$ cat config.mk
export PLATFORM = sky130hd
export DESIGN_NAME = executeStage
export DESIGN_NICKNAME = d
export VERILOG_FILES = /design/src/include/mips_cfg.svh /design/src/hdl/mipsPkg.sv /design/src/hdl/executeStage.sv
export SDC_FILE = /design/constraint.sdc
export NUM_CORES = 1
export LEC_CHECK = 0
export BUFFER_PORTS_ARGS = -buffer_cell sky130_fd_sc_hd__buf_2
export CAP_MARGIN = 20
export CORE_AREA = 2 2 143 145
export DETAILED_ROUTE_END_ITERATION = 10
export DIE_AREA = 0 0 145 147
export HOLD_SLACK_MARGIN = 0.1
export MAX_ROUTING_LAYER = met4
export PLACE_DENSITY = 0.79
export REMOVE_ABC_BUFFERS = 1
export SLEW_MARGIN = 0
export SYNTH_ARGS = -nofsm -noshare
export SYNTH_HDL_FRONTEND = slang
export SYNTH_SLANG_ARGS = --single-unit
$ cat constraint.sdc
create_clock -name clk -period 0.8 [get_ports clk]
set_input_delay 0.08 -clock clk [delete_from_list [all_inputs] [get_ports clk]]
set_output_delay 0.08 -clock clk [all_outputs]
set_load 0.02 [all_outputs]
$ cat src/include/mips_cfg.svh
`ifndef MIPS_CFG_SVH
`define MIPS_CFG_SVH

`define RESET_PC    32'h0000_3000   // first fetch address
`define DMEM_WORDS  1024            // data memory depth, word indexed from addr[11:2]

// primary opcodes
`define OP_RTYPE    6'h00
`define OP_ORI      6'h0d
`define OP_LUI      6'h0f
`define OP_LW       6'h23
`define OP_SW       6'h2b
`define OP_BEQ      6'h04

// funct field of R-type
`define FN_ADDU     6'h21
`define FN_SUBU     6'h23

// need times, cycles after decode until the operand is consumed
`define TUSE_BRANCH 2'd0            // compare sits in decode
`define TUSE_ALU    2'd1
`define TUSE_STORE  2'd2            // store data only needed in memory
`define TUSE_NONE   2'd3            // operand not read, never stalls

// ready times, cycles until the result can be forwarded
`define TNEW_ALU_E  2'd1
`define TNEW_LOAD_E 2'd2
`define TNEW_LOAD_M 2'd1

`endif

$ cat src/hdl/mipsPkg.sv
package mipsPkg;

    typedef struct packed {
        logic [5:0] op;
        logic [4:0] rs;
        logic [4:0] rt;
        logic [4:0] rd;
        logic [4:0] shamt;
        logic [5:0] funct;
    } rFields_t;

    typedef struct packed {
        logic [5:0]  op;
        logic [4:0]  rs;
        logic [4:0]  rt;
        logic [15:0] imm16;
    } iFields_t;

    // same 32-bit word, seen as R-type or I-type
    typedef union packed {
        rFields_t r;
        iFields_t i;
    } instrWord_t;

    typedef enum logic [1:0] {aluAdd, aluSub, aluOr, aluLui} aluOp_t;

    typedef struct packed {
        aluOp_t     aluOp;
        logic       aluSrcImm;      // immediate as second operand
        logic       zeroExt;        // ori zero-extends
        logic       memWrite;
        logic       memToReg;       // load result goes back
        logic       regWrite;
        logic [1:0] tNew;           // ready time seen from execute
    } ctrl_t;

    typedef struct packed {
        logic [31:0] pc;
        instrWord_t  instr;
        ctrl_t       ctrl;
        logic [31:0] rsData;
        logic [31:0] rtData;
        logic [31:0] imm;           // already extended
        logic [4:0]  dst;
    } deStage_t;

    typedef struct packed {
        logic [31:0] pc;
        ctrl_t       ctrl;
        logic [4:0]  rtNum;         // for store data forwarding
        logic [4:0]  dst;
        logic [31:0] aluResult;
        logic [31:0] storeData;
    } emStage_t;

    typedef struct packed {
        logic [31:0] pc;
        ctrl_t       ctrl;
        logic [4:0]  dst;
        logic [31:0] aluResult;
        logic [31:0] loadData;
    } mwStage_t;

    typedef enum logic [1:0] {fwdNone, fwdFromMem, fwdFromWb} fwdSel_t;

    typedef struct packed {
        fwdSel_t dRs;
        fwdSel_t dRt;
        fwdSel_t eRs;
        fwdSel_t eRt;
        fwdSel_t mRt;               // store data in memory stage
    } hazardFwd_t;

    typedef struct packed {
        logic        valid;
        logic [31:0] pc;
        logic [4:0]  regNum;
        logic [31:0] data;
    } regCommit_t;

    typedef struct packed {
        logic        valid;
        logic [31:0] pc;
        logic [31:0] addr;          // byte address, word aligned
        logic [31:0] data;
    } memCommit_t;

endpackage

$ cat src/hdl/executeStage.sv
`timescale 1ns/1ns

module executeStage import mipsPkg::*; (
    input  logic        clk,
    input  logic        rstN,
    input  deStage_t    deStage,
    input  hazardFwd_t  hazardFwd,
    input  logic [31:0] memFwdData,
    input  logic [31:0] wbData,
    output emStage_t    emStage
);

    logic [31:0] opA;
    logic [31:0] rtFwd;
    logic [31:0] opB;
    logic [31:0] aluResult;

    function automatic logic [31:0] fwdMux(fwdSel_t sel, logic [31:0] regVal);
        case (sel)
            fwdFromMem: return memFwdData;
            fwdFromWb:  return wbData;
            default:    return regVal;                      // value latched in decode
        endcase
    endfunction

    always_comb begin
        opA   = fwdMux(hazardFwd.eRs, deStage.rsData);
        rtFwd = fwdMux(hazardFwd.eRt, deStage.rtData);
        opB   = deStage.ctrl.aluSrcImm ? deStage.imm : rtFwd;
    end

    always_comb begin
        case (deStage.ctrl.aluOp)
            aluAdd:  aluResult = opA + opB;                 // also lw/sw address
            aluSub:  aluResult = opA - opB;
            aluOr:   aluResult = opA | opB;
            default: aluResult = {opB[15:0], 16'h0};        // lui
        endcase
    end

    always_ff @(posedge clk or negedge rstN) begin
        if (!rstN) begin
            emStage <= '0;
        end else begin                                      // never stalls
            emStage <= '{pc: deStage.pc, ctrl: deStage.ctrl, rtNum: deStage.instr.i.rt,
                         dst: deStage.dst, aluResult: aluResult, storeData: rtFwd};
        end
    end

endmodule

After elaboration in Yosys (flattened, before gate mapping)
Index checks and enable logic that the tools add are counted.

Register bits after elaboration: 115. RAM bits: 0. Bits in latches: 0. Memory bits (read-only): 0. Memories kept: 0. Logic and storage cells: 26. Input port bits: 250.

Magnitude comparators: 0. Shifts and indexed selects: 0. Multipliers: 0. Reduce and logical (&&, ||, !) cells: 1. Multiplexer cells: 4. Bitwise logic cells: 1. Divide/modulo/power cells: 0. Add/sub/neg operators: 2. Equal/unequal tests: 6.

Operator list (count): one-hot mux 32 bit (2 select lines) (2); one-hot mux 32 bit (3 select lines) (1); adder 32 bit (1); two-way mux 32 bit (1); bitwise OR 32 bit (1); subtractor 32 bit (1); equality test 2 x 1 -> 1 bit (second input constant) (3); equality test 2 bit (second input constant) (3); logical NOT 2 bit (1).

Depth between registers and ports, before layout
Depth in word-level cells: 5. Depth in mapped cells: 24.

Least setup slack after synthesis
No wires, ideal clock.

Path type: input -> register. From: in deStage[107] in the netlist's numbering. To: reg emStage[54] in the netlist's numbering. Slack: -3.548 ns. Stages: 22. Setup time: 0.125 ns. Buffers on the path: 5. Data arrival time: 4.223 ns. Required time: 0.675 ns. Path through: buf_4 -> buf_2 -> buf_2 -> buf_2 -> buf_1 -> nor3_1 -> a21oi_1 -> ha_1 -> nor2_1 -> and4bb_1 -> and2_1 -> a31oi_1 -> xnor2_1 -> ha_1 -> a211oi_1 -> o211ai_1 -> a2111oi_1 -> nor2_1 -> a21oi_1 -> o21ai_0 -> xor2_1 -> mux2_2.

Longest elaborated chain between the ends: 3. Elaborated cells between the ends (all ways): 5. Those cells by class: 2 x add/sub; 2 x mux; 1 x bitwise.

RTL lines: start: declaration (line executeStage.sv:6) `input deStage_t deStage,`; two-way mux 32 bit (*) (line executeStage.sv:29) `opB = deStage.ctrl.aluSrcImm ? deStage.imm : rtFwd;`; subtractor 32 bit (tied with other cells) (line executeStage.sv:35) `aluSub: aluResult = opA - opB;`; one-hot mux 32 bit (3 select lines) (*) (line executeStage.sv:33) `case (deStage.ctrl.aluOp)`; named net aluResult[22] (line executeStage.sv:16) `logic [31:0] aluResult;`; end signal: assignment (line executeStage.sv:45) `emStage <= '{pc: deStage.pc, ctrl: deStage.ctrl, rtNum: deStage.instr.i.rt,`; end: declaration (line executeStage.sv:10) `output emStage_t emStage`.

Mark *: on every way through the listed nets, which the timed path passes. The rest lies on a longest branch.

Final worst setup path
From: in hazardFwd[2] in the netlist's numbering. To: reg emStage[62] in the netlist's numbering.

Longest elaborated chain between the ends: 5. Elaborated cells between the ends (all ways): 8. Those cells by class: 2 x add/sub; 2 x eq/ne; 3 x mux; 1 x bitwise.

RTL lines: start: declaration (line executeStage.sv:7) `input hazardFwd_t hazardFwd,`; equality test 2 bit or equality test 2 x 1 -> 1 bit (tied branches) (line executeStage.sv:19) `case (sel)`; one-hot mux 32 bit (2 select lines) (*) (line executeStage.sv:19); named net rtFwd[10] (line executeStage.sv:14) `logic [31:0] rtFwd;`; two-way mux 32 bit (*) (line executeStage.sv:29); subtractor 32 bit or adder 32 bit (tied branches) (line executeStage.sv:35, executeStage.sv:34); one-hot mux 32 bit (3 select lines) (*) (line executeStage.sv:33); named net aluResult[30] (line executeStage.sv:16).

Marked as above.

==> metrics.txt <==
Syn Std Cell Area=8030 um^2; first-pass GRT wire length=56,400 um; half-perimeter wire length after placement=25,900 um; Vias/cell=5.59; Placed Area=11,700 um^2; fin util=76.9%; PortBufs=331; WS Path Type=in2reg; Seq pwr share=23.0%; worst vdd ir=1460 uV; nets=1,861; final clock period utilization by the worst path=492%; Worst Tran Pin Value=0.646 ns; top cells by instance count after synthesis=115 x dfrtp_1, 101 x nand2_1, 86 x o21ai_0, 66 x nor2_1, 53 x a21oi_1; Finished Cell Area=15,300 um^2; drt drc=0; Pins Over Slew Limit=0; CP arrival=4.26 ns; TritonCTS Buffers=17; area leader, netlist=dfrtp_1; fmax=0.254 GHz; Cells after Synth=912; total track usage=34.9%; failing checks=negative hold slack, negative setup slack; Core ar.=19,800 um^2; post-DR wirelength/cell=21.0 um; Max transition margin=56.9%; EDFF count, synth=0; layout cells sized above 1=53.9%; unrepaired setup endpoints after global routing=yes; Hold Fails Final Rpt=11; clock sinks=115; drt first pass iters=5; post-synth cell types=70; status=finished, violations left; I/O pin count=365; worst-path cell chain=buf_8 -> buf_6 -> ha_4 -> buf_8 -> buf_12 -> a22o_1 -> o21a_1 -> or3_4 -> o31ai_4 -> buf_4 -> and2_4 -> a31oi_4 -> xnor2_2 -> ha_4 -> a211oi_2 -> o211ai_1 -> a2111oi_2 -> buf_4 -> nor2_4 -> a21oi_2 -> o311a_1 -> nor4_1 -> a311oi_1; Clk pwr share=26.0%; CP Data Required Time=1.13 ns; Comb pwr share=51.0%; Sw Ratio=36.9%; GP Congestion=0.972; largest net degree at the start of global routing=59; Total Power=31.0 mW; max incr delay on CP=0.39 ns; Biggest register=emStage; synth warn=0; Seq cells post-synth=115; WL final=38,800 um; top cells by area, synth=dfrtp_1 36%, ha_1 6.7%, o21ai_0 5.4%; syn_area_per_cell=8.81 um^2; CTS tree=done; CP max FO=5; post-route worst setup slack=-3.14 ns; Tightest Hold Check Type=in2reg; gr ovfl total=0; clk root buf=clkbuf_16; Internal=19.5 mW; Pleak=7.20 nW; TNS Setup=-114.75 ns; critical path startpoint category=primary input; CTS H-tree lvls=4; area grow syn2layout=90.0%; Yosys top cell area share=35.8%; initial antenna violation count=3; post-synthesis async set-or-reset flop share=100%; fin crit period=3.94 ns; crit path capture type=flip-flop; detailed-route via count=10.4k; die width=145 um; most frequent cell after synthesis=dfrtp_1; Synth Flop Type=dfrtp_1; clk slew on worst S/H paths=0.06 ns; Crit-path slowest cell=or3_4; Sw Pwr=11.4 mW; initial drt markers=843; hold-fix buffer count after cts=58; MaxCap Viol Count=0; endpoints failing setup=171; register area share after synthesis=35.8%; die area=21,300 um^2; Die Height=147 um; post-route ant nets=0; hold_ws=-0.125 ns; Power Density=2030 nW/um^2; vias in the first global route=10.4k; Starting Density=40.5%; largest registers=emStage x115; Rows=52; max FFs per register=115; Clock Path Buffers=2
[power groups by stage]
stage | Clock [mW] | Combinational (mW) | Sequential [mW]
after CTS | 8.07 | 14.2 | 7.09
final | 8.06 | 15.8 | 7.12
after floorplan | 0 | 4.94 | 8.01
after global placement | 0 | 11.7 | 6.99
after detailed placement | 0 | 11.8 | 6.98
after global routing | 8.32 | 16.6 | 7.17
[layout make-up]
class | instances | area, um^2
fillers | 1255 | 4580
multi-input cells | 704 | 5740
repair buffers | 691 | 5550
clock buffers | 18 | 429
inverters | 38 | 145
diodes | 3 | 7.51
flip-flops and latches | 115 | 2880
well taps | 270 | 338
clock inverters | 14 | 178
[worst paths after layout]
check,from,to,slack [ns],depth (start not counted)
max,hazardFwd[2],emStage[62],-3.14,23
min,deStage[67],emStage[30],-0.12,3
max in group asynchronous,rstN,emStage[83],0.28,3
min in group asynchronous,rstN,emStage[12],0.05,2
[per-stage QoR]
step                setup WS (ns)  cells
finish                      -3.14   1853
global route                -3.28   1853
CTS                         -3.07   1823
detailed placement          -3.85   1709
global placement            -3.70   1709
floorplan                   -4.20    857
[kinds of logic (layout without fill, tap and decap cells)]
logic type / Yosys count / count (layout) / share of synthesized area (%)
mux: 11 / 11 / 1.42
other cells: 0 / 3 / 0
compound gates: 327 / 327 / 28.6
fa+ha+maj: 44 / 44 / 6.95
xor+xnor: 56 / 56 / 6.11
flops: 115 / 115 / 35.8
simple gates: 266 / 266 / 15.7
buf+inv: 93 / 761 / 5.42
[timing repair]
item,CTS,global route
pin swaps,59,77
endpoints found under the setup margin,178,172
setup buffers,28,32
gates resized for setup,381,129
gates cloned,0,1
endpoints found under the hold margin,194,37
[layout by cell type (no fill, tap or decap), types with 7 or more instances in the layout]
cell type      Yosys  routed
xnor2_1           28      22
a21oi_1           53      34
nand2b_1          10      10
a31o_2             8       8
nor2b_1           15       8
a221oi_1          12       8
nor2_2             1      12
a22oi_1           44      32
o311ai_0           7       7
a221o_1            7       7
ha_1              43      31
dfrtp_1          115     115
nor3b_1           12       9
buf_2              9     213
buf_4              2     255
buf_12             0       9
o211ai_1          14      14
o21a_1             7       7
a22oi_2            1      13
nor3_1            16      12
xor2_1            28      26
nor2_1            66      49
mux2i_1            8       8
inv_1             36      33
o21ai_2            0      17
o21ai_1            7      17
nand3_1           13       7
ha_4               0       8
dlygate4sd3_1      0      58
a221oi_4           0      11
a21o_1            13      13
nand2_1          101      95
o21ai_0           86      58
buf_6              9     149
a21oi_2            0      16
clkbuf_16          0      18
nor2_4             1       7
[routing by layer]
layer | vias to the layer above | routed length, um | track usage, %
li1 | 4649 | - | -
met3 | 133 | 2720 | 6.86
met1 | 4988 | 15000 | 39.9
met4 | 0 | 1580 | 13.0
met5 | - | 0 | -
met2 | 582 | 19500 | 60.9
[worst max-delay path: cells and delay by family]
kind            cells  cell delay [ns]
xor+xnor            1             0.17
buf+inv             6             0.85
fa+ha+maj           2             0.37
simple gates        4             0.66
compound gates     10             2.12
Power figures use the tool's default switching activity.
