<file path="src/include/mips_cfg.svh">
`ifndef MIPS_CFG_SVH
`define MIPS_CFG_SVH

`define RESET_PC    32'h0000_3000   // first fetch address
`define DMEM_WORDS  1024            // data memory depth, word indexed from addr[11:2]

// primary opcodes
`define OP_RTYPE    6'h00
`define OP_ORI      6'h0d
`define OP_LUI      6'h0f
`define OP_LW       6'h23
`define OP_SW       6'h2b
`define OP_BEQ      6'h04

// funct field of R-type
`define FN_ADDU     6'h21
`define FN_SUBU     6'h23

// need times, cycles after decode until the operand is consumed
`define TUSE_BRANCH 2'd0            // compare sits in decode
`define TUSE_ALU    2'd1
`define TUSE_STORE  2'd2            // store data only needed in memory
`define TUSE_NONE   2'd3            // operand not read, never stalls

// ready times, cycles until the result can be forwarded
`define TNEW_ALU_E  2'd1
`define TNEW_LOAD_E 2'd2
`define TNEW_LOAD_M 2'd1

`endif

</file>
<file path="src/hdl/mipsPkg.sv">
package mipsPkg;

    typedef struct packed {
        logic [5:0] op;
        logic [4:0] rs;
        logic [4:0] rt;
        logic [4:0] rd;
        logic [4:0] shamt;
        logic [5:0] funct;
    } rFields_t;

    typedef struct packed {
        logic [5:0]  op;
        logic [4:0]  rs;
        logic [4:0]  rt;
        logic [15:0] imm16;
    } iFields_t;

    // same 32-bit word, seen as R-type or I-type
    typedef union packed {
        rFields_t r;
        iFields_t i;
    } instrWord_t;

    typedef enum logic [1:0] {aluAdd, aluSub, aluOr, aluLui} aluOp_t;

    typedef struct packed {
        aluOp_t     aluOp;
        logic       aluSrcImm;      // immediate as second operand
        logic       zeroExt;        // ori zero-extends
        logic       memWrite;
        logic       memToReg;       // load result goes back
        logic       regWrite;
        logic [1:0] tNew;           // ready time seen from execute
    } ctrl_t;

    typedef struct packed {
        logic [31:0] pc;
        instrWord_t  instr;
        ctrl_t       ctrl;
        logic [31:0] rsData;
        logic [31:0] rtData;
        logic [31:0] imm;           // already extended
        logic [4:0]  dst;
    } deStage_t;

    typedef struct packed {
        logic [31:0] pc;
        ctrl_t       ctrl;
        logic [4:0]  rtNum;         // for store data forwarding
        logic [4:0]  dst;
        logic [31:0] aluResult;
        logic [31:0] storeData;
    } emStage_t;

    typedef struct packed {
        logic [31:0] pc;
        ctrl_t       ctrl;
        logic [4:0]  dst;
        logic [31:0] aluResult;
        logic [31:0] loadData;
    } mwStage_t;

    typedef enum logic [1:0] {fwdNone, fwdFromMem, fwdFromWb} fwdSel_t;

    typedef struct packed {
        fwdSel_t dRs;
        fwdSel_t dRt;
        fwdSel_t eRs;
        fwdSel_t eRt;
        fwdSel_t mRt;               // store data in memory stage
    } hazardFwd_t;

    typedef struct packed {
        logic        valid;
        logic [31:0] pc;
        logic [4:0]  regNum;
        logic [31:0] data;
    } regCommit_t;

    typedef struct packed {
        logic        valid;
        logic [31:0] pc;
        logic [31:0] addr;          // byte address, word aligned
        logic [31:0] data;
    } memCommit_t;

endpackage

</file>
<file path="src/hdl/hazardUnit.sv">
`timescale 1ns/1ns
`include "mips_cfg.svh"

module hazardUnit import mipsPkg::*; (
    input  logic       clk,
    input  logic       rstN,
    input  instrWord_t dInstr,
    input  ctrl_t      dCtrl,
    input  deStage_t   deStage,
    input  emStage_t   emStage,
    input  mwStage_t   mwStage,
    output logic       stall,
    output hazardFwd_t hazardFwd
);

    logic [1:0] tUseRs;
    logic [1:0] tUseRt;
    logic [1:0] eRemain;
    logic [1:0] mRemain;
    logic       isBeq;

    function automatic logic writes(ctrl_t ctrl, logic [4:0] dst, logic [4:0] src);
        return ctrl.regWrite && dst == src && src != 5'd0;  // $0 never depends
    endfunction

    // result still too far away for the stage that needs it
    function automatic logic late(logic [4:0] src, logic [1:0] tUse);
        return (writes(deStage.ctrl, deStage.dst, src) && eRemain > tUse)
            || (writes(emStage.ctrl, emStage.dst, src) && mRemain > tUse);
    endfunction

    // nearest writer first, a load in memory has no value yet
    function automatic fwdSel_t pickFwd(logic [4:0] src, logic wbAllowed);
        if (writes(emStage.ctrl, emStage.dst, src) && !emStage.ctrl.memToReg) begin
            return fwdFromMem;
        end
        if (wbAllowed && writes(mwStage.ctrl, mwStage.dst, src)) begin
            return fwdFromWb;
        end
        return fwdNone;
    endfunction

    always_comb begin
        isBeq   = dInstr.i.op == `OP_BEQ;
        eRemain = deStage.ctrl.tNew;
        mRemain = emStage.ctrl.memToReg ? `TNEW_LOAD_M : 2'd0;

        if (isBeq) begin
            tUseRs = `TUSE_BRANCH;
        end else if ((dCtrl.regWrite || dCtrl.memWrite) && dCtrl.aluOp != aluLui) begin
            tUseRs = `TUSE_ALU;                             // base or first source
        end else begin
            tUseRs = `TUSE_NONE;                            // lui, nop
        end

        if (isBeq) begin
            tUseRt = `TUSE_BRANCH;
        end else if (dCtrl.memWrite) begin
            tUseRt = `TUSE_STORE;
        end else if (dCtrl.regWrite && !dCtrl.aluSrcImm) begin
            tUseRt = `TUSE_ALU;                             // addu, subu
        end else begin
            tUseRt = `TUSE_NONE;
        end

        stall = late(dInstr.r.rs, tUseRs) || late(dInstr.r.rt, tUseRt);

        hazardFwd.dRs = pickFwd(dInstr.r.rs, 1'b0);         // regfile covers writeback
        hazardFwd.dRt = pickFwd(dInstr.r.rt, 1'b0);
        hazardFwd.eRs = pickFwd(deStage.instr.r.rs, 1'b1);
        hazardFwd.eRt = pickFwd(deStage.instr.r.rt, 1'b1);
        hazardFwd.mRt = writes(mwStage.ctrl, mwStage.dst, emStage.rtNum) ? fwdFromWb : fwdNone;
    end

    // worst case is lw then beq, load in execute then in memory
    assert property (@(posedge clk) disable iff (!rstN) stall ##1 stall |=> !stall)
        else $error("stall held for more than 2 cycles");

endmodule

</file>
<file path="config.mk">
export PLATFORM = sky130hd
export DESIGN_NAME = hazardUnit
export DESIGN_NICKNAME = d
export VERILOG_FILES = /design/src/hdl/mipsPkg.sv /design/src/hdl/hazardUnit.sv
export VERILOG_INCLUDE_DIRS = /design/src /design/src/include
export SDC_FILE = /design/constraint.sdc
export NUM_CORES = 1
export LEC_CHECK = 0
export ABC_CLOCK_PERIOD_IN_PS = 2550
export BUFFER_PORTS_ARGS = -buffer_cell sky130_fd_sc_hd__buf_2
export CELL_PAD_IN_SITES_DETAIL_PLACEMENT = 0
export CELL_PAD_IN_SITES_GLOBAL_PLACEMENT = 2
export CORE_AREA = 5 5 172 174
export DETAILED_ROUTE_END_ITERATION = 8
export DIE_AREA = 0 0 177 179
export GPL_ROUTABILITY_DRIVEN = 0
export GPL_TIMING_DRIVEN = 0
export PLACE_DENSITY = 0.88
export SYNTH_ARGS = -nofsm -noshare
export SYNTH_HDL_FRONTEND = slang
export SYNTH_SLANG_ARGS = --single-unit
</file>
<file path="constraint.sdc">
create_clock -name vclk -period 2.55
set_input_delay 0.1275 -clock vclk [all_inputs]
set_output_delay 0.1275 -clock vclk [all_outputs]
set_load 0.05 [all_outputs]
</file>
* Yosys cells after proc, flatten, opt, wreduce, memory -nomap -nowiden
Cells that the tools add are included.
W data, S select, Z words.
** Storage, ports and cells
- Bits in registers :: 0
- Latch bits :: 0
- RAM bits :: 0
- Memory bits (read-only) :: 0
- Word-level logic and storage cells :: 81
- Memories kept :: 0
** Operators by class
- Add/sub/neg operators :: 0
- Multipliers :: 0
- Div/mod/pow operators :: 0
- $lt $le $gt $ge :: 4
- Equality and inequality tests :: 11
- Shifts and indexed selects :: 0
- Multiplexer cells :: 27
- Bitwise operators :: 0
- Reduce and logical (&&, ||, !) cells :: 39
** Operator list (number)
- $eq A5 B5 Y1 :: 9
- $mux W2 :: 18
- $logic_and A1 B1 Y1 :: 28
- $reduce_bool A5 Y1 :: 5
- $mux W1 :: 9
- $eq A6 B3 Y1 const B :: 1
- $gt A1 B2 Y1 :: 2
- $gt A2 B2 Y1 :: 2
- $logic_or A1 B1 Y1 :: 4
- $logic_not A1 Y1 :: 2
- $ne A2 B2 Y1 const B :: 1

* Logic depth before layout (Yosys ltp)
Gate-level depths: netlist of run 1.
- Depth in word-level cells :: 9
- Depth in mapped cells :: 9
- Gate-level depth less buffers :: 9

* Worst setup path after synthesis of run 1
No wires, ideal clock.
- Kind :: input -> output
- From :: in deStage[132] in the netlist's numbering
- To :: out hazardFwd[5] in the netlist's numbering
- Arrival time :: 1.909 ns
- Setup slack :: 0.514 ns
- Stages :: 4
- Path buffers :: 0
- Cells stage by stage :: or4_4 > nor2_4 > nor4_2 > nor4_2
** RTL lines
- start, declared :: RTL line hazardUnit.sv:9 : input deStage_t deStage,
- end, declared :: RTL line hazardUnit.sv:13 : output hazardFwd_t hazardFwd

* Final worst setup path of run 1
- From :: in dInstr[27] in the netlist's numbering
- To :: out stall
** On the way
- Word-level cells in the longest chain between the ends :: 6
** Ends and longest elaborated chain
- start, declared :: RTL line hazardUnit.sv:7 : input instrWord_t dInstr,
- $eq A6 B3 Y1 (no source line) *
- $mux W2, on equally long branches :: RTL line hazardUnit.sv:48, hazardUnit.sv:56
- $gt A2 B2 Y1 / $gt A1 B2 Y1 (equally long branches) :: RTL line hazardUnit.sv:28, hazardUnit.sv:29
- $logic_and A1 B1 Y1, on equally long branches :: RTL line hazardUnit.sv:28, hazardUnit.sv:29
- $logic_or A1 B1 Y1 :: RTL line hazardUnit.sv:29 : || (writes(emStage.ctrl, emStage.dst, src) && mRemain > tUse);
- $logic_or A1 B1 Y1 * :: RTL line hazardUnit.sv:66 : stall = late(dInstr.r.rs, tUseRs) || late(dInstr.r.rt, tUseRt);
- end, declared :: RTL line hazardUnit.sv:12 : output logic stall,
Mark *: on every way between the ends. The rest lies on a longest branch, timed or not.

==> results of run 1 <==
==> stage by stage <==
stage | total power, mW | std cells | hold slack (ns)
floorplan | 0.106 | 116 | 0.425
global placement | 0.201 | 557 | 0.705
detailed placement | 0.204 | 557 | 0.715
CTS | 0.205 | 557 | 0.715
global route | 0.222 | 557 | 0.730
finish | 0.201 | 557 | 0.725
==> power by group through the flow <==
stage	Clock (mW)	Combinational [mW]	Sequential, mW
after floorplan	0	0.106	0
after global placement	0	0.201	0
after detailed placement	0	0.204	0
after CTS	0	0.205	0
after global routing	0	0.222	0
final	0	0.201	0
==> path summary, 6_finish.rpt <==
path | from | end | slack [ns] | depth (start not counted)
worst max-delay path | dInstr[27] | stall | 0.34 | 11
worst min-delay path | mwStage[71] | hazardFwd[5] | 0.72 | 4
==> area by class of cell <==
cell class / instances / area, µm²
inverters: 4 / 15.0
plain buffers: 5 / 30.0
fillers: 3340 / 26000
repair buffers: 63 / 315
multi-input cells: 107 / 805
well taps: 378 / 473
==> logic make-up (layout without fill, tap and decap cells) <==
logic type	Yosys count	after routing	share of synthesized area
and+or+nand+nor	50	50	0.382
xor gates and xnor gates	44	44	0.458
buffers and inverters	9	72	0.0535
AOI/OAI and AO/OA	6	6	0.0431
adders and majority gates	4	4	0.0594
other	1	3	0.00445
==> layer usage <==
metal,wire [µm],up-vias,GRT usage
met5,27,-,0
met4,0,4,0
met3,444,4,0.00865
met2,2290,53,0.0498
met1,2620,451,0.0462
li1,-,526,-
==> Yosys cell counts, drive strengths merged <==
library cell,number,area (µm²)
a21oi,3,15.0
a32oi,1,8.76
and2,2,12.5
and3,1,6.26
and4,1,8.76
buf,3,22.5
clkbuf,2,7.51
conb,1,3.75
ha,4,50.1
inv,4,15.0
nand2,10,37.5
nand3,2,10.0
nand3b,1,7.51
nand4,7,43.8
nor2,7,43.8
nor2b,2,12.5
nor3,3,20.0
nor4,10,81.3
o21ai,1,5.00
o31ai,1,7.51
or4,4,37.5
xnor2,29,254
xor2,15,131
==> run_results.csv, run 1 <==
group,metric,value,unit
clock_network,post_cts_resized,0,
pwr,power.switching,0.112,mW
setup_path,cp-start-kind,"input pin",
pwr,internal_power,0.0890,mW
placement,io_buffers,63,
sta,finalSetupViolations,0,
placement,pre_cts_ws,0.281,ns
floorplan,pin_count,453,
pwr,p_clk_frac,0,
floorplan,fp.coreArea,27600,µm²
clock_network,cts_setup_buffers,0,
drt,vias,1038,
setup_path,crit_path_cell_trace,"buf_2 > nor4_1 > nand3b_1 > nand2_1 > ha_1 > nand2_1 > nand3_1 > nor4_1 > a32oi_1 > nand3_1 > buf_2",
sta,setup_ws,0.339,ns
drt,wire_per_inst,9.67,µm
pwr,p_leak,0.564,nW
layout,mostFrequentLayoutCell,"buf_2",
pwr,combPwrFrac,1.000,
drt,drc,0,
global_routing,grt_usage,0.0317,
layout,final_nets,627,
layout,final-seq-area,0,µm²
setup_path,cp_slowest_stage_delay,0.32,ns
logic_synthesis,yosys.cell_types.count,28,
layout,drive_gt1_frac,0.419,
layout,antennaDiodeCount,0,
pwr,max-vdd-ir-drop,60.2,µV
floorplan,die_width,177,µm
logic_synthesis,netlist_instances,114,
pwr,sw_frac_of_total,0.558,
drt,ant_nets,0,
sta,rsz0062_at_grt,"no",
sta,finalCriticalPeriod,2.21,ns
layout,layout_common_cells,"buf_2 (63), xnor2_1 (29), xor2_1 (15)",
floorplan,initial_core_util,0.0305,
layout,nFlopsAndLatches,0,
layout,synthToLayoutAreaGrowth,94.5,%
logic_synthesis,synth_area,842,µm²
sta,fin_crit_sh,0.867,
floorplan,rows,61,
drt,via_per_inst,1.86,
sta,hold_viol,0,
floorplan,die_y,179,µm
global_routing,grt_max_degree,8,
layout,clock_buffers,0,
placement,hpwlAfterDp,5.14,mm
sta,slew_headroom,0.609,
global_routing,grt_antenna_before_repair,2,
outcome,outcome,"complete, no violations",
sta,max_freq,452,MHz
setup_path,cp_data_required_time,2.42,ns
drt,finalWirelength,5.39,mm
global_routing,grt_overflow,0,
clock_network,ctsHoldBuffers,0,
setup_path,path_class,"input pin to output port",
setup_path,worst_setup_path_end_kind,"output port",
sta,tightest_slew,0.581,ns
min_path,holdCritPathClass,"input pin to output port",
floorplan,die_area,31700,µm²
global_routing,grt_pass1_wl,7.31,mm
layout,fin_util,0.0593,
setup_path,path_delay_family,"simple AND/OR/NAND/NOR gates",
drt,first_pass_iters,4,
job,drv_cap,0,
setup_path,slowest_stage,"nand3b_1",
sta,slew_viol_final,0,
global_routing,grt_pass1_vias,1097,
pwr,seqPwrFrac,0,
setup_path,crit_path_max_fanout,7,
logic_synthesis,ys_seq_area_frac,0,
drt,drt_iter0_drc,34,
pwr,power_density,123,nW/µm²
setup_path,crit_buf_inv,2,
logic_synthesis,yosys_warnings,0,
logic_synthesis,postSynthAreaPerCell,7.39,µm²
sta,tns,0,ns
layout,design_area,1640,µm²
placement,place_area,1640,µm²
setup_path,crit_arrival,2.08,ns
Power figures use the tool's default switching activity.
==> run 2, diff against run 1 <==
--- a/config.mk
+++ b/config.mk
@@ -6,7 +6,7 @@
 export SDC_FILE = /design/constraint.sdc
 export NUM_CORES = 1
 export LEC_CHECK = 0
-export ABC_CLOCK_PERIOD_IN_PS = 2550
+export ABC_CLOCK_PERIOD_IN_PS = 2100
 export BUFFER_PORTS_ARGS = -buffer_cell sky130_fd_sc_hd__buf_2
 export CELL_PAD_IN_SITES_DETAIL_PLACEMENT = 0
 export CELL_PAD_IN_SITES_GLOBAL_PLACEMENT = 2
==> constraint.sdc (replaced) <==
create_clock -name vclk -period 2.1
set_input_delay 0.105 -clock vclk [all_inputs]
set_output_delay 0.105 -clock vclk [all_outputs]
set_load 0.1 [all_outputs]
==> run_results.csv, run 2 (same netlist as run 1, synthesis figures left out) <==
group,metric,value,unit
outcome,outcome,"complete, no violations",
sta,tightest_slew,0.521,ns
layout,drive_gt1_frac,0.451,
placement,hpwlAfterDp,4.53,mm
sta,slew_headroom,0.655,
drt,wire_per_inst,8.58,µm
layout,fillers,3327,
sta,hold_viol,0,
min_path,holdCritPathClass,"input pin to output port",
setup_path,crit_arrival,1.84,ns
sta,fin_crit_sh,0.925,
drt,finalWirelength,4.81,mm
global_routing,grt_usage,0.0284,
min_path,hold_path_startpoint,"mwStage[71]",
layout,nFlopsAndLatches,0,
setup_path,crit_path_cell_trace,"buf_2 > nor4_1 > nand3b_1 > buf_4 > buf_4 > nand2_1 > ha_1 > nand2_1 > a21oi_1 > o31ai_2 > nand3_2 > buf_12",
global_routing,grt_antenna_before_repair,3,
pwr,p_leak,0.587,nW
floorplan,pin_count,453,
setup_path,path_depth,12,
floorplan,rows,61,
min_path,min_to,"hazardFwd[1]",
global_routing,grt_max_degree,5,
drt,first_pass_iters,4,
drt,vias,1038,
min_path,min_path_cells,3,
setup_path,cp_data_required_time,2.00,ns
setup_path,crit_path_max_fanout,4,
pwr,total_power,0.268,mW
placement,pre_cts_ws,-0.321,ns
layout,clock_buffers,0,
setup_path,slowest_stage,"nor4_1",
global_routing,grt_pass1_wl,6.69,mm
sta,max_freq,515,MHz
floorplan,die_width,177,µm
pwr,power_density,155,nW/µm²
sta,finalCriticalPeriod,1.94,ns
layout,antennaDiodeCount,0,
setup_path,crit_buf_inv,4,
setup_path,path_class,"input pin to output port",
layout,final_nets,630,
sta,setup_ws,0.157,ns
setup_path,worst_setup_path_end_kind,"output port",
sta,finalSetupViolations,0,
clock_network,ctsHoldBuffers,0,
setup_path,cp-start-kind,"input pin",
global_routing,grt_overflow,0,
floorplan,die_area,31700,µm²
drt,drc,0,
setup_path,path_delay_family,"simple AND/OR/NAND/NOR gates",
setup_path,cp_slowest_stage_delay,0.26,ns
job,drv_cap,0,
sta,slew_viol_final,0,
pwr,max-vdd-ir-drop,59.8,µV
placement,io_buffers,63,
layout,synthToLayoutAreaGrowth,105,%
drt,via_per_inst,1.85,
layout,final-seq-area,0,µm²
layout,layout_common_cells,"buf_2 (61), xnor2_1 (29), xor2_1 (15)",
floorplan,die_y,179,µm
drt,ant_nets,0,
floorplan,initial_core_util,0.0305,
drt,drt_iter0_drc,26,
layout,mostFrequentLayoutCell,"buf_2",
floorplan,fp.coreArea,27600,µm²
global_routing,grt_pass1_vias,1082,
-- run 2: power breakdown --
group / total, mW / internal (mW) / switching [mW]
clock network: 0 / 0 / 0
logic: 0.268 / 0.112 / 0.156
registers: 0 / 0 / 0
total: 0.268 / 0.112 / 0.156
-- run 2: how the worst max path moves through the flow --
stage	start	endpoint	slack [ns]
after floorplan	deStage[132]	hazardFwd[5]	-0.05
after global placement	dInstr[27]	stall	-0.31
after detailed placement	dInstr[27]	stall	-0.32
after CTS	dInstr[27]	stall	0.05
after global routing	dInstr[27]	stall	-0.003
final	dInstr[27]	stall	0.16
-- run 2: repair_timing --
item,CTS,global route
setup buffers,3,0
gates cloned,0,0
gates resized for setup,1,8
endpoints found under the setup margin,1,2
pin swaps,1,0
-- run 2: per-layer routing --
metal / wire length, µm / share of wire / track usage
met1: 2420 / 0.50 / 0.0437
met2: 1620 / 0.34 / 0.0359
met4: 6 / 0.0012 / 0
met3: 731 / 0.15 / 0.0152
met5: 31 / 0.0065 / 0
-- run 2: cell type report --
type               count  area, µm²  share of cell area
multi-input cells    107        853               0.494
well taps            378        473               0.274
repair buffers        66        355               0.206
plain buffers          5       31.3              0.0181
inverters              4       15.0             0.00869
-- run 2: tightest hold or removal path, stage by stage --
cell    delay [ns]
buf_2         0.12
and3_1        0.14
buf_2         0.28
-- run 2: per-stage QoR --
step	hold slack (ns)	TNS [ns]	cell area (µm²)	utilization	cells
floorplan	0.437	-0.0808	887	-	116
global placement	0.753	-0.306	1680	0.0606	557
detailed placement	0.757	-0.321	1680	0.0606	557
CTS	0.758	0	1700	0.0615	560
global route	0.761	-0.00340	1730	0.0625	560
finish	0.756	0	1730	0.0625	560
