`config.mk`:
```
export PLATFORM = sky130hd
export DESIGN_NAME = decodeStage
export DESIGN_NICKNAME = d
export VERILOG_FILES = /design/src/hdl/mipsPkg.sv /design/src/hdl/decodeStage.sv
export VERILOG_INCLUDE_DIRS = /design/src /design/src/include
export SDC_FILE = /design/constraint.sdc
export NUM_CORES = 1
export LEC_CHECK = 0
export BUFFER_PORTS_ARGS = -buffer_cell sky130_fd_sc_hd__buf_2
export CAP_MARGIN = 20
export CORE_AREA = 5 5 149 151
export DETAILED_ROUTE_END_ITERATION = 7
export DIE_AREA = 0 0 154 156
export PLACE_DENSITY = 0.72
export SYNTH_ARGS = -nofsm -noshare
export SYNTH_HDL_FRONTEND = slang
export SYNTH_SLANG_ARGS = --single-unit
```
`constraint.sdc`:
```
create_clock -name clk -period 3.55 [get_ports clk]
set_input_delay 0.355 -clock clk [delete_from_list [all_inputs] [get_ports clk]]
set_output_delay 0.355 -clock clk [all_outputs]
set_load 0.005 [all_outputs]
```
`src/include/mips_cfg.svh`:
```
`ifndef MIPS_CFG_SVH
`define MIPS_CFG_SVH

`define RESET_PC    32'h0000_3000   // first fetch address
`define DMEM_WORDS  1024            // data memory depth, word indexed from addr[11:2]

// primary opcodes
`define OP_RTYPE    6'h00
`define OP_ORI      6'h0d
`define OP_LUI      6'h0f
`define OP_LW       6'h23
`define OP_SW       6'h2b
`define OP_BEQ      6'h04

// funct field of R-type
`define FN_ADDU     6'h21
`define FN_SUBU     6'h23

// need times, cycles after decode until the operand is consumed
`define TUSE_BRANCH 2'd0            // compare sits in decode
`define TUSE_ALU    2'd1
`define TUSE_STORE  2'd2            // store data only needed in memory
`define TUSE_NONE   2'd3            // operand not read, never stalls

// ready times, cycles until the result can be forwarded
`define TNEW_ALU_E  2'd1
`define TNEW_LOAD_E 2'd2
`define TNEW_LOAD_M 2'd1

`endif

```
`src/hdl/mipsPkg.sv`:
```
package mipsPkg;

    typedef struct packed {
        logic [5:0] op;
        logic [4:0] rs;
        logic [4:0] rt;
        logic [4:0] rd;
        logic [4:0] shamt;
        logic [5:0] funct;
    } rFields_t;

    typedef struct packed {
        logic [5:0]  op;
        logic [4:0]  rs;
        logic [4:0]  rt;
        logic [15:0] imm16;
    } iFields_t;

    // same 32-bit word, seen as R-type or I-type
    typedef union packed {
        rFields_t r;
        iFields_t i;
    } instrWord_t;

    typedef enum logic [1:0] {aluAdd, aluSub, aluOr, aluLui} aluOp_t;

    typedef struct packed {
        aluOp_t     aluOp;
        logic       aluSrcImm;      // immediate as second operand
        logic       zeroExt;        // ori zero-extends
        logic       memWrite;
        logic       memToReg;       // load result goes back
        logic       regWrite;
        logic [1:0] tNew;           // ready time seen from execute
    } ctrl_t;

    typedef struct packed {
        logic [31:0] pc;
        instrWord_t  instr;
        ctrl_t       ctrl;
        logic [31:0] rsData;
        logic [31:0] rtData;
        logic [31:0] imm;           // already extended
        logic [4:0]  dst;
    } deStage_t;

    typedef struct packed {
        logic [31:0] pc;
        ctrl_t       ctrl;
        logic [4:0]  rtNum;         // for store data forwarding
        logic [4:0]  dst;
        logic [31:0] aluResult;
        logic [31:0] storeData;
    } emStage_t;

    typedef struct packed {
        logic [31:0] pc;
        ctrl_t       ctrl;
        logic [4:0]  dst;
        logic [31:0] aluResult;
        logic [31:0] loadData;
    } mwStage_t;

    typedef enum logic [1:0] {fwdNone, fwdFromMem, fwdFromWb} fwdSel_t;

    typedef struct packed {
        fwdSel_t dRs;
        fwdSel_t dRt;
        fwdSel_t eRs;
        fwdSel_t eRt;
        fwdSel_t mRt;               // store data in memory stage
    } hazardFwd_t;

    typedef struct packed {
        logic        valid;
        logic [31:0] pc;
        logic [4:0]  regNum;
        logic [31:0] data;
    } regCommit_t;

    typedef struct packed {
        logic        valid;
        logic [31:0] pc;
        logic [31:0] addr;          // byte address, word aligned
        logic [31:0] data;
    } memCommit_t;

endpackage

```
`src/hdl/decodeStage.sv`:
```
`timescale 1ns/1ns
`include "mips_cfg.svh"

module decodeStage import mipsPkg::*; (
    input  logic        clk,
    input  logic        rstN,
    input  instrWord_t  dInstr,
    input  logic [31:0] dPc,
    input  logic        stall,
    input  hazardFwd_t  hazardFwd,
    input  logic [31:0] memFwdData,
    input  logic [31:0] rsData,
    input  logic [31:0] rtData,
    output ctrl_t       dCtrl,
    output logic        branchTaken,
    output logic [31:0] branchTarget,
    output deStage_t    deStage
);

    logic [31:0] rsVal;
    logic [31:0] rtVal;
    logic [31:0] immExt;
    logic [4:0]  dst;
    logic        isBeq;

    always_comb begin
        dCtrl = '0;                                         // anything unlisted runs as nop
        case (dInstr.i.op)
            `OP_RTYPE: begin
                if (dInstr.r.funct == `FN_ADDU || dInstr.r.funct == `FN_SUBU) begin
                    dCtrl.aluOp    = (dInstr.r.funct == `FN_SUBU) ? aluSub : aluAdd;
                    dCtrl.regWrite = 1'b1;
                    dCtrl.tNew     = `TNEW_ALU_E;
                end
            end
            `OP_ORI: begin
                dCtrl.aluOp     = aluOr;
                dCtrl.aluSrcImm = 1'b1;
                dCtrl.zeroExt   = 1'b1;
                dCtrl.regWrite  = 1'b1;
                dCtrl.tNew      = `TNEW_ALU_E;
            end
            `OP_LUI: begin
                dCtrl.aluOp     = aluLui;                   // low half of imm shifted up
                dCtrl.aluSrcImm = 1'b1;
                dCtrl.regWrite  = 1'b1;
                dCtrl.tNew      = `TNEW_ALU_E;
            end
            `OP_LW: begin
                dCtrl.aluSrcImm = 1'b1;                     // base + offset
                dCtrl.memToReg  = 1'b1;
                dCtrl.regWrite  = 1'b1;
                dCtrl.tNew      = `TNEW_LOAD_E;
            end
            `OP_SW: begin
                dCtrl.aluSrcImm = 1'b1;
                dCtrl.memWrite  = 1'b1;
            end
            default: ;                                      // beq needs no control bits
        endcase
    end

    assign isBeq  = dInstr.i.op == `OP_BEQ;
    assign dst    = (dInstr.i.op == `OP_RTYPE) ? dInstr.r.rd : dInstr.i.rt;
    assign immExt = dCtrl.zeroExt ? {16'h0, dInstr.i.imm16}
                                  : {{16{dInstr.i.imm16[15]}}, dInstr.i.imm16};

    // only the memory stage feeds decode, writeback goes through the regfile bypass
    assign rsVal = (hazardFwd.dRs == fwdFromMem) ? memFwdData : rsData;
    assign rtVal = (hazardFwd.dRt == fwdFromMem) ? memFwdData : rtData;

    assign branchTaken  = isBeq && (rsVal == rtVal);
    assign branchTarget = dPc + 32'd4 + {immExt[29:0], 2'b00};  // relative to the slot

    always_ff @(posedge clk or negedge rstN) begin
        if (!rstN) begin
            deStage <= '0;
        end else if (stall) begin
            deStage <= '0;                                  // bubble into execute
        end else begin
            deStage <= '{pc: dPc, instr: dInstr, ctrl: dCtrl, rsData: rsVal,
                         rtData: rtVal, imm: immExt, dst: dst};
        end
    end

    // undefined words must neither write state nor redirect fetch
    assert property (@(posedge clk) disable iff (!rstN)
        !(dInstr.i.op inside {`OP_RTYPE, `OP_ORI, `OP_LUI, `OP_LW, `OP_SW, `OP_BEQ})
        |-> (dCtrl == '0) && !branchTaken)
        else $error("unknown opcode 0x%02h not decoded as nop", dInstr.i.op);

endmodule

```
Word level (Yosys, flattened, before mapping)
Cells that the tools add are included. W data, S select, Z words.

$add $sub $neg: 2. Multipliers: 0. Divide/modulo/power cells: 0. $lt $le $gt $ge: 0. Equality and inequality tests: 10. Shifts and indexed selects: 0. Muxes and demuxes: 14. Bitwise operators: 0. Reductions and logical operators: 5.

Operators with widths (number): $mux W174 (1); $mux W32 (3); $add A32 B3 Y32 const B (1); $add A32 B32 Y32 (1); $eq A32 B32 Y1 (1); $eq A6 B6 Y1 const B (4); $eq A6 B4 Y1 const B (2); $pmux W3 S3 (1); $eq A6 B3 Y1 const B (1); $logic_not A6 Y1 (1); $mux W1 (6); $pmux W2 S3 (1); $mux W5 (1); $eq A2 B1 Y1 const B (2); $reduce_or A4 Y1 (1); $mux W3 (1); $reduce_or A2 Y1 (1); $logic_and A1 B1 Y1 (1); $logic_or A1 B1 Y1 (1).

Register bits: 174. Bits in latches: 0. Memory bits (writable): 0. Bits in read-only memories: 0. Input port bits: 173. Output and inout bits: 216. Memories: 0.

Longest topological paths before layout
Gate-level depths: netlist (run 1).

Depth in word-level cells: 5. Gate-level depth with buffers: 14.

Least setup slack after synthesis (run 1)
Ideal clock, no wire load.

Path kind: input-to-output. Start: in dInstr[26] in the netlist's numbering. End: out branchTarget[29]. Arrival: 3.052 ns. Path slack: 0.143 ns. Stages: 12. Buffers on the path: 1. Cells stage by stage: and3_1 > nand2_1 > o21ai_1 > buf_4 > xnor2_1 > ha_1 > a21o_1 > o21bai_1 > a311oi_1 > o211ai_1 > or3_1 > a31oi_1.

Word-level cells in the longest chain between the ends: 4.

RTL lines: start, declared (RTL line decodeStage.sv:7) `input instrWord_t dInstr,`; $eq A6 B4 Y1 (RTL line decodeStage.sv:28) `case (dInstr.i.op)`; $mux W1 (RTL line decodeStage.sv:28); $mux W32 (RTL line decodeStage.sv:65) `assign immExt = dCtrl.zeroExt ? {16'h0, dInstr.i.imm16}`; $add A32 B32 Y32 (RTL line decodeStage.sv:73) `assign branchTarget = dPc + 32'd4 + {immExt[29:0], 2'b00};`; end, declared (RTL line decodeStage.sv:16) `output logic [31:0] branchTarget,`.

Every way passes these cells.

Worst setup path in the final report (run 1)
Start: in dInstr[26] in the netlist's numbering. End: out branchTarget[31].

Same word-level chain as after synthesis.

==> results of run 1 <==
path summary, 6_finish.rpt:
check                      slack (ps)          endpoint  cells past startpoint       start
max                               150  branchTarget[31]                     15  dInstr[26]
min                                40        deStage[5]                      1        rstN
max in group asynchronous        2710      deStage[167]                      2        rstN
min in group clk                  160      deStage[159]                      2     dPc[17]
report_power, final:
part	switching, uW	internal, uW	total [uW]
sequential	27.9	1720	1740
combinational	737	600	1340
clock	767	1020	1780
total	1530	3330	4870
per-stage QoR:
step | total power (uW) | cells | hold slack (ps) | TNS, ps | setup WS, ps
after CTS | 4890 | 1598 | 85.7 | 0 | 7.60
after detailed placement | 3080 | 1566 | 536 | 0 | 40.3
after global placement | 3070 | 1566 | 532 | 0 | 18.1
after global routing | 5120 | 1604 | 131 | -24.7 | -24.7
final | 4870 | 1605 | 43.8 | 0 | 149
after floorplan | 2480 | 935 | 59.4 | 0 | 143
repair_timing:
| action | 4_1_cts | 5_1_grt |
|---|---|---|
| resized for setup | 0 | 18 |
| buffers inserted | 0 | 1 |
| setup endpoints to repair | 0 | 6 |
critical path, delay by kind of cell:
kind | cells | cell delay (ps)
compound gates | 5 | 840
simple gates | 6 | 1110
fa+ha+maj | 1 | 300
buf+inv | 3 | 420
routing by layer:
layer  part of all wire (%)  vias to the layer above
li1                       -                     3966
met1                     42                     3962
met2                     48                      370
met3                    7.4                       46
met4                    2.4                        0
met5                      0                        -
cell type report:
class	instances	share of cell area [%]
diodes	6	0.130
clock buffers	19	3.92
clock inverters	13	1.13
inverters	22	0.715
multi-input cells	689	39.6
flip-flops and latches	143	31.0
well taps	275	2.98
repair buffers	438	20.5
cells in the final DEF, fill, tap and decap left out, drive strengths merged, types with 44 or more instances in the layout:
cell type / instances
buf: 438
nor2b: 69
xnor2: 47
mux2i: 46
nand2: 112
a21oi: 85
ha: 44
nor2: 70
dfrtp: 143
kinds of logic (layout without fill, tap and decap cells):
| logic type | count (synthesis) | in the layout | synth area share (%) |
|---|---|---|---|
| mux | 46 | 46 | 5.34 |
| compound gates | 214 | 214 | 15.5 |
| fa+ha+maj | 45 | 45 | 6.62 |
| flops | 143 | 143 | 41.5 |
| simple gates | 316 | 316 | 17.8 |
| other cells | 0 | 6 | 0 |
| buf+inv | 103 | 492 | 6.34 |
| xor+xnor | 68 | 68 | 6.91 |
==> impl_metrics.toml, run 1 <==
[critical_path]
arrival_ps = 3050
crit_chain = "buf_2 -> and3_4 -> nand2_2 -> nor2_2 -> nor2_1 -> buf_4 -> and2_1 -> ha_1 -> a21o_1 -> a21o_1 -> a21o_1 -> or4_4 -> o311ai_2 -> a311oi_1 -> buf_2"
crit_required_ps = 3190
cpPeakStageDelay_ps = 480
crit_top_cell = "a21o_1"
slowest_stage = "or4_4"
crit_fanout = 12
start_kind = "input port"
crit_type = "input port to output port"
cp-end-kind = "output port"

[layout]
final_util_pct = 55.8
final_area_sq_um = 11500
largest_reg_flops = 143
reg_top3 = "deStage x143"
regMostFlops = "deStage"
multi_input_area_sq_um = 4570
nFillCells = 1909
final_nets = 1529
seq_area_sq_um = 3580
area_growth_pct = 33.9
drive_above_1_share_pct = 37.3

[grt]
met1_usage_pct = 31.6
grt_max_degree = 101
met2_usage_pct = 38.0
antenna_found_initial = 5
busiest_layer = "met2"
overflow = 0
use_met3_pct = 5.69
grt_use_total_pct = 23.7
grt_pass1_wl_mm = 44.9
grt_pass1_vias = 8201

[cts]
cts_tree = "yes"
clk_pin_slew_worst_paths_ps = 60
htreeDepth = 4
cts_made_buffers = 17
clk_path_buf_depth = 2
cts.sinks = 143
postCtsHoldBufs = 0
root_buffer = "clkbuf_16"

[die]
rows = 53
die_area_sq_um = 24000
core_sq_um = 20700
pin_count = 389
initial_utilization_pct = 41.7
die_y_um = 156
die_w_um = 154

[pwr]
p_leak_uw = 0.00620
vdd_drop_max_uv = 298
p_per_area_nw_per_um2 = 421

[placement]
placed_area_sq_um = 10900
dp_hpwl_mm = 23.4
place.gp.congestion = 0.937
port_buffers = 382

[yosys]
syn_area_per_cell_sq_um = 9.22
synthTopCellsByArea = "dfrtp_1, ha_1, mux2i_1, nor2b_1, a21oi_1"
ys_ff_latch = 143
ys.flop_type = "dfrtp_1"
synth_area_sq_um = 8620
synth.most_common_cell = "dfrtp_1"
yosys.area.top_type = "dfrtp_1"
synth_cell_types = 55
synth-edff-count = 0
syn_inst = 935
postSynthNetCount = 1153
async_reset_ff_share_pct = 100
synth_top_area_share_pct = 41.5
synth_seq_area_share_pct = 41.5
ys_warn_count = 0
synthTopCellsByCount = "dfrtp_1, nand2_1, a21oi_1"

[sta]
setup_violations = 0
worst_pin_slew_ps = 923
fmax_mhz = 294
timing.final.crit_share_pct = 95.8
drv_slew = 0
hold_viol = 0
slew_headroom_pct = 38.5
finalCriticalPeriod_ps = 3400

[job]
maxCapViolCount = 0

[drt]
vias_per_cell = 5.20
wire_per_inst_um = 18.4
dr.pass1.iters = 5
drc = 0
drt-total-wl_mm = 29.6
ant_nets = 0
vias = 8344
drtIter0Drc = 527

[hold_path]
worstHoldPathType = "input port to async pin"

[outcome]
status = "completed"
No activity file was read; power rests on OpenSTA's default activity.
==> run 2, diff against run 1 <==
CORE_AREA = 2 2 150 152   (was 5 5 149 151)
DIE_AREA = 0 0 152 154   (was 0 0 154 156)
PLACE_DENSITY = 0.69   (was 0.72)
==> impl_metrics.toml, run 2 (synthesized netlist as in run 1, its figures left out) <==
[critical_path]
cp-end-kind = "output port"
start_kind = "input port"
slowest_stage = "fa_1"
crit_fanout = 5
crit_chain = "buf_2 -> ha_1 -> ha_1 -> fa_1 -> a21oi_1 -> o211a_1 -> o2111ai_1 -> and2_0 -> or3_1 -> a31oi_1 -> buf_2"
crit_type = "input port to output port"
crit_required_ps = 3190
arrival_ps = 3070
cpPeakStageDelay_ps = 410

[grt]
grt_pass1_vias = 8193
grt_pass1_wl_mm = 44.4
antenna_found_initial = 4
grt_use_total_pct = 23.9
grt_max_degree = 84
overflow = 0

[drt]
drt-total-wl_mm = 28.6
vias = 8311
vias_per_cell = 5.16
drtIter0Drc = 536
ant_nets = 0
wire_per_inst_um = 17.8
drc = 0
dr.pass1.iters = 5

[cts]
cts.sinks = 143
cts_made_buffers = 17
clk_path_buf_depth = 2
root_buffer = "clkbuf_16"
clk_pin_slew_worst_paths_ps = 70
htreeDepth = 4
cts_tree = "yes"

[die]
die_area_sq_um = 23400
pin_count = 389
initial_utilization_pct = 39.8
die_w_um = 152
rows = 54
die_y_um = 154
core_sq_um = 21700

[layout]
reg_top3 = "deStage x143"
regMostFlops = "deStage"
drive_above_1_share_pct = 37.5
final_util_pct = 53.6
final_nets = 1534
layout_common_cells = "buf_2, dfrtp_1, nand2_1"
area_growth_pct = 34.7
layout_commonest_cell = "buf_2"
nFillCells = 1984
largest_reg_flops = 143

[pwr]
comb_power_share_pct = 27.1
vdd_drop_max_uv = 268
clkPwrFrac_pct = 37.5
p_switching_uw = 1540
p_leak_uw = 0.00624
p_per_area_nw_per_um2 = 424
p_sw_share_pct = 31.2
seqPwrFrac_pct = 35.4
internal_power_uw = 3390

[hold_path]
whs_endpoint = "deStage[132]"
min_path_cells = 2
worstHoldPathType = "input port to register"
worstHoldStart = "dInstr[22]"

[sta]
setup_violations = 0
slew_headroom_pct = 50.9
hold_viol = 0
finalCriticalPeriod_ps = 3420
drv_slew = 0
timing.final.ws_setup_ps = 126
worst_pin_slew_ps = 733
timing.final.crit_share_pct = 96.4
fmax_mhz = 292

[job]
maxCapViolCount = 0

[placement]
place.gp.congestion = 0.969
dp_hpwl_mm = 22.2
port_buffers = 382
dpl_worst_slack_ps = 53.3

[outcome]
status = "completed"
run 2: area by class of cell:
cell class              count  area (sq um)  share of cell area, %
diodes                      3          7.51                 0.0646
repair buffers            443          2420                   20.8
flip-flops and latches    143          3580                   30.8
clock inverters            15           173                   1.49
inverters                  22          82.6                  0.711
clock buffers              17           425                   3.66
multi-input cells         689          4580                   39.4
well taps                 280           350                   3.02
run 2: worst max-delay path by stage:
stage / start / end / slack [ps] / cells after the start
finish: dInstr[1] / branchTarget[29] / 130 / 11
global route: dInstr[29] / branchTarget[31] / -10 / 15
CTS: dInstr[31] / branchTarget[31] / 50 / 15
detailed placement: dInstr[31] / branchTarget[31] / 50 / 15
global placement: dInstr[29] / branchTarget[29] / 30 / 16
floorplan: dInstr[26] / branchTarget[29] / 140 / 12
run 2: power groups by stage:
| stage | Combinational (uW) | Clock [uW] | Sequential, uW |
|---|---|---|---|
| after global routing | 1480 | 1960 | 1750 |
| after floorplan | 694 | 0 | 1790 |
| after detailed placement | 1310 | 0 | 1770 |
| after CTS | 1320 | 1880 | 1740 |
| after global placement | 1300 | 0 | 1770 |
| final | 1340 | 1850 | 1740 |
run 2: through the flow:
| stage | setup TNS [ps] | hold WS, ps | std cells | total power [uW] | area, sq um |
|---|---|---|---|---|---|
| after detailed placement | 0 | 397 | 1575 | 3080 | 10900 |
| after floorplan | 0 | 59.4 | 935 | 2480 | 8620 |
| after global routing | -14.0 | 143 | 1612 | 5200 | 11600 |
| after global placement | 0 | 391 | 1575 | 3070 | 10900 |
| after CTS | 0 | 139 | 1608 | 4950 | 11500 |
| final | 0 | 153 | 1612 | 4920 | 11600 |
run 2: metal layers:
layer	vias to the layer above	track usage [%]	part of all wire, %
met3	42	5.27	6.4
met1	3973	31.0	42
met4	2	7.61	2.4
met5	-	0	0.035
li1	3970	-	-
met2	324	39.8	49
run 2: critical path: cells and delay by family:
kind                       cells  cell delay (ps)
and+or+nand+nor                2              670
buffers and inverters          2              260
AOI/OAI and AO/OA              4              820
adders and majority gates      3              960
run 2: what timing repair did:
action                                 in CTS  in global routing
resized for setup                           0                 18
buffers inserted                            0                  1
setup endpoints to repair                   0                  8
hold buffers                                1                  0
endpoints found under the hold margin      64                  0
==> run 3, diff against run 2 <==
GPL_ROUTABILITY_DRIVEN = 1   (was unset)
MAX_ROUTING_LAYER = met4   (was unset)
==> impl_metrics.toml, run 3 (synthesized netlist as in run 1, its figures left out) <==
[sta]
fmax_mhz = 292
timing.final.crit_share_pct = 96.4
hold_viol = 2
slew_headroom_pct = 43.8
timing.final.ws_setup_ps = 127
drv_slew = 0
setup_violations = 0
worst_pin_slew_ps = 842
hold_ws_ps = -7.46
finalCriticalPeriod_ps = 3420
tns_ps = 0

[cts]
root_buffer = "clkbuf_16"
clk_path_buf_depth = 2
postCtsHoldBufs = 0
htreeDepth = 4
clk_pin_slew_worst_paths_ps = 70
cts_made_buffers = 17
cts.sinks = 143
cts_tree = "yes"

[grt]
grt_use_total_pct = 25.1
antenna_found_initial = 4
grt_max_degree = 91
grt_pass1_vias = 8145
grt_pass1_wl_mm = 44.9
overflow = 0

[critical_path]
crit_required_ps = 3190
crit_fanout = 12
crit_type = "input port to output port"
arrival_ps = 3070
cp-end-kind = "output port"
start_kind = "input port"

[pwr]
p_leak_uw = 0.00624
p_per_area_nw_per_um2 = 431
total_power_uw = 5010
vdd_drop_max_uv = 290

[drt]
ant_nets = 0
top_layer = "met4"
drc = 0
vias = 8422
drtIter0Drc = 561
wl_met1_mm = 12.8
drt-total-wl_mm = 29.5
wire_per_inst_um = 18.3
dr_wl_met2_mm = 14.8
vias_per_cell = 5.22
dr.pass1.iters = 5
wl_met3_mm = 1.42

[die]
rows = 54
die_w_um = 152
die_y_um = 154
die_area_sq_um = 23400
pin_count = 389
initial_utilization_pct = 39.8
core_sq_um = 21700

[layout]
final_nets = 1534
layout_common_cells = "buf_2, dfrtp_1, nand2_1"
nFillCells = 2036
drive_above_1_share_pct = 37.5
regMostFlops = "deStage"
stdcell_count = 1612
largest_reg_flops = 143
layout_commonest_cell = "buf_2"
area_growth_pct = 34.7
reg_top3 = "deStage x143"

[outcome]
violations = "hold timing"
status = "finished with violations"

[job]
maxCapViolCount = 0

[placement]
place.gp.congestion = 0.950
dp_hpwl_mm = 22.6
place_inst = 1576
dpl_worst_slack_ps = 18.5
port_buffers = 382

[hold_path]
worstHoldPathType = "input port to async pin"
==> run 3: cell types whose count changed in the layout (fill, tap and decap cells not counted), moves of 2 or more <==
cell and change:
buf_4 +2, clkinv_2 -2, clkinv_4 +3, inv_6 -2, inv_8 -2
==> run 3: power by group <==
group	switching, uW	internal (uW)
registers	29.0	1720
clock network	774	1140
logic	734	614
==> run 3: cell type report <==
type / instances / area (sq um) / share of cell area, %
diodes: 3 / 7.51 / 0.0646
clock inverters: 13 / 179 / 1.54
multi-input cells: 689 / 4570 / 39.3
well taps: 280 / 350 / 3.02
inverters: 22 / 82.6 / 0.711
clock buffers: 19 / 443 / 3.81
repair buffers: 443 / 2400 / 20.7
flip-flops and latches: 143 / 3580 / 30.8
==> run 3: worst max-delay path by stage <==
stage                     from          endpoint  slack, ps
floorplan           dInstr[26]  branchTarget[29]        140
global placement    dInstr[29]  branchTarget[31]         80
detailed placement  dInstr[31]  branchTarget[29]         20
CTS                 dInstr[29]  branchTarget[29]         10
global route        dInstr[29]  branchTarget[31]        -20
finish              dInstr[29]  branchTarget[31]        130
==> run 3: repair_timing <==
item,CTS,global route
setup buffers,0,1
endpoints found under the setup margin,1,7
pin swaps,0,4
gates resized for setup,1,14
==> run 3: stage by stage <==
step	instance area, sq um	utilization, %
final	11600	53.5
after CTS	11500	53.2
after global routing	11600	53.5
after global placement	10900	50.3
after detailed placement	10900	50.3
after floorplan	8620	-
==> run 3: worst max-delay path: stages <==
cell      delay [ps]
buf_2            120
and3_4           190
nand2_2           90
nor2_2           100
nor2_1            50
buf_4            160
and2_1           160
ha_1             300
a21o_1           180
a21o_1           170
a21o_1           200
or4_4            480
o311ai_2         260
a311oi_2          60
buf_2            170
==> run 3: layer usage <==
| metal | vias to the layer above | GRT usage (%) |
|---|---|---|
| met5 | - | - |
| met4 | 0 | 6.28 |
| met3 | 38 | 3.86 |
| met2 | 331 | 41.9 |
| met1 | 4085 | 32.2 |
| li1 | 3968 | - |
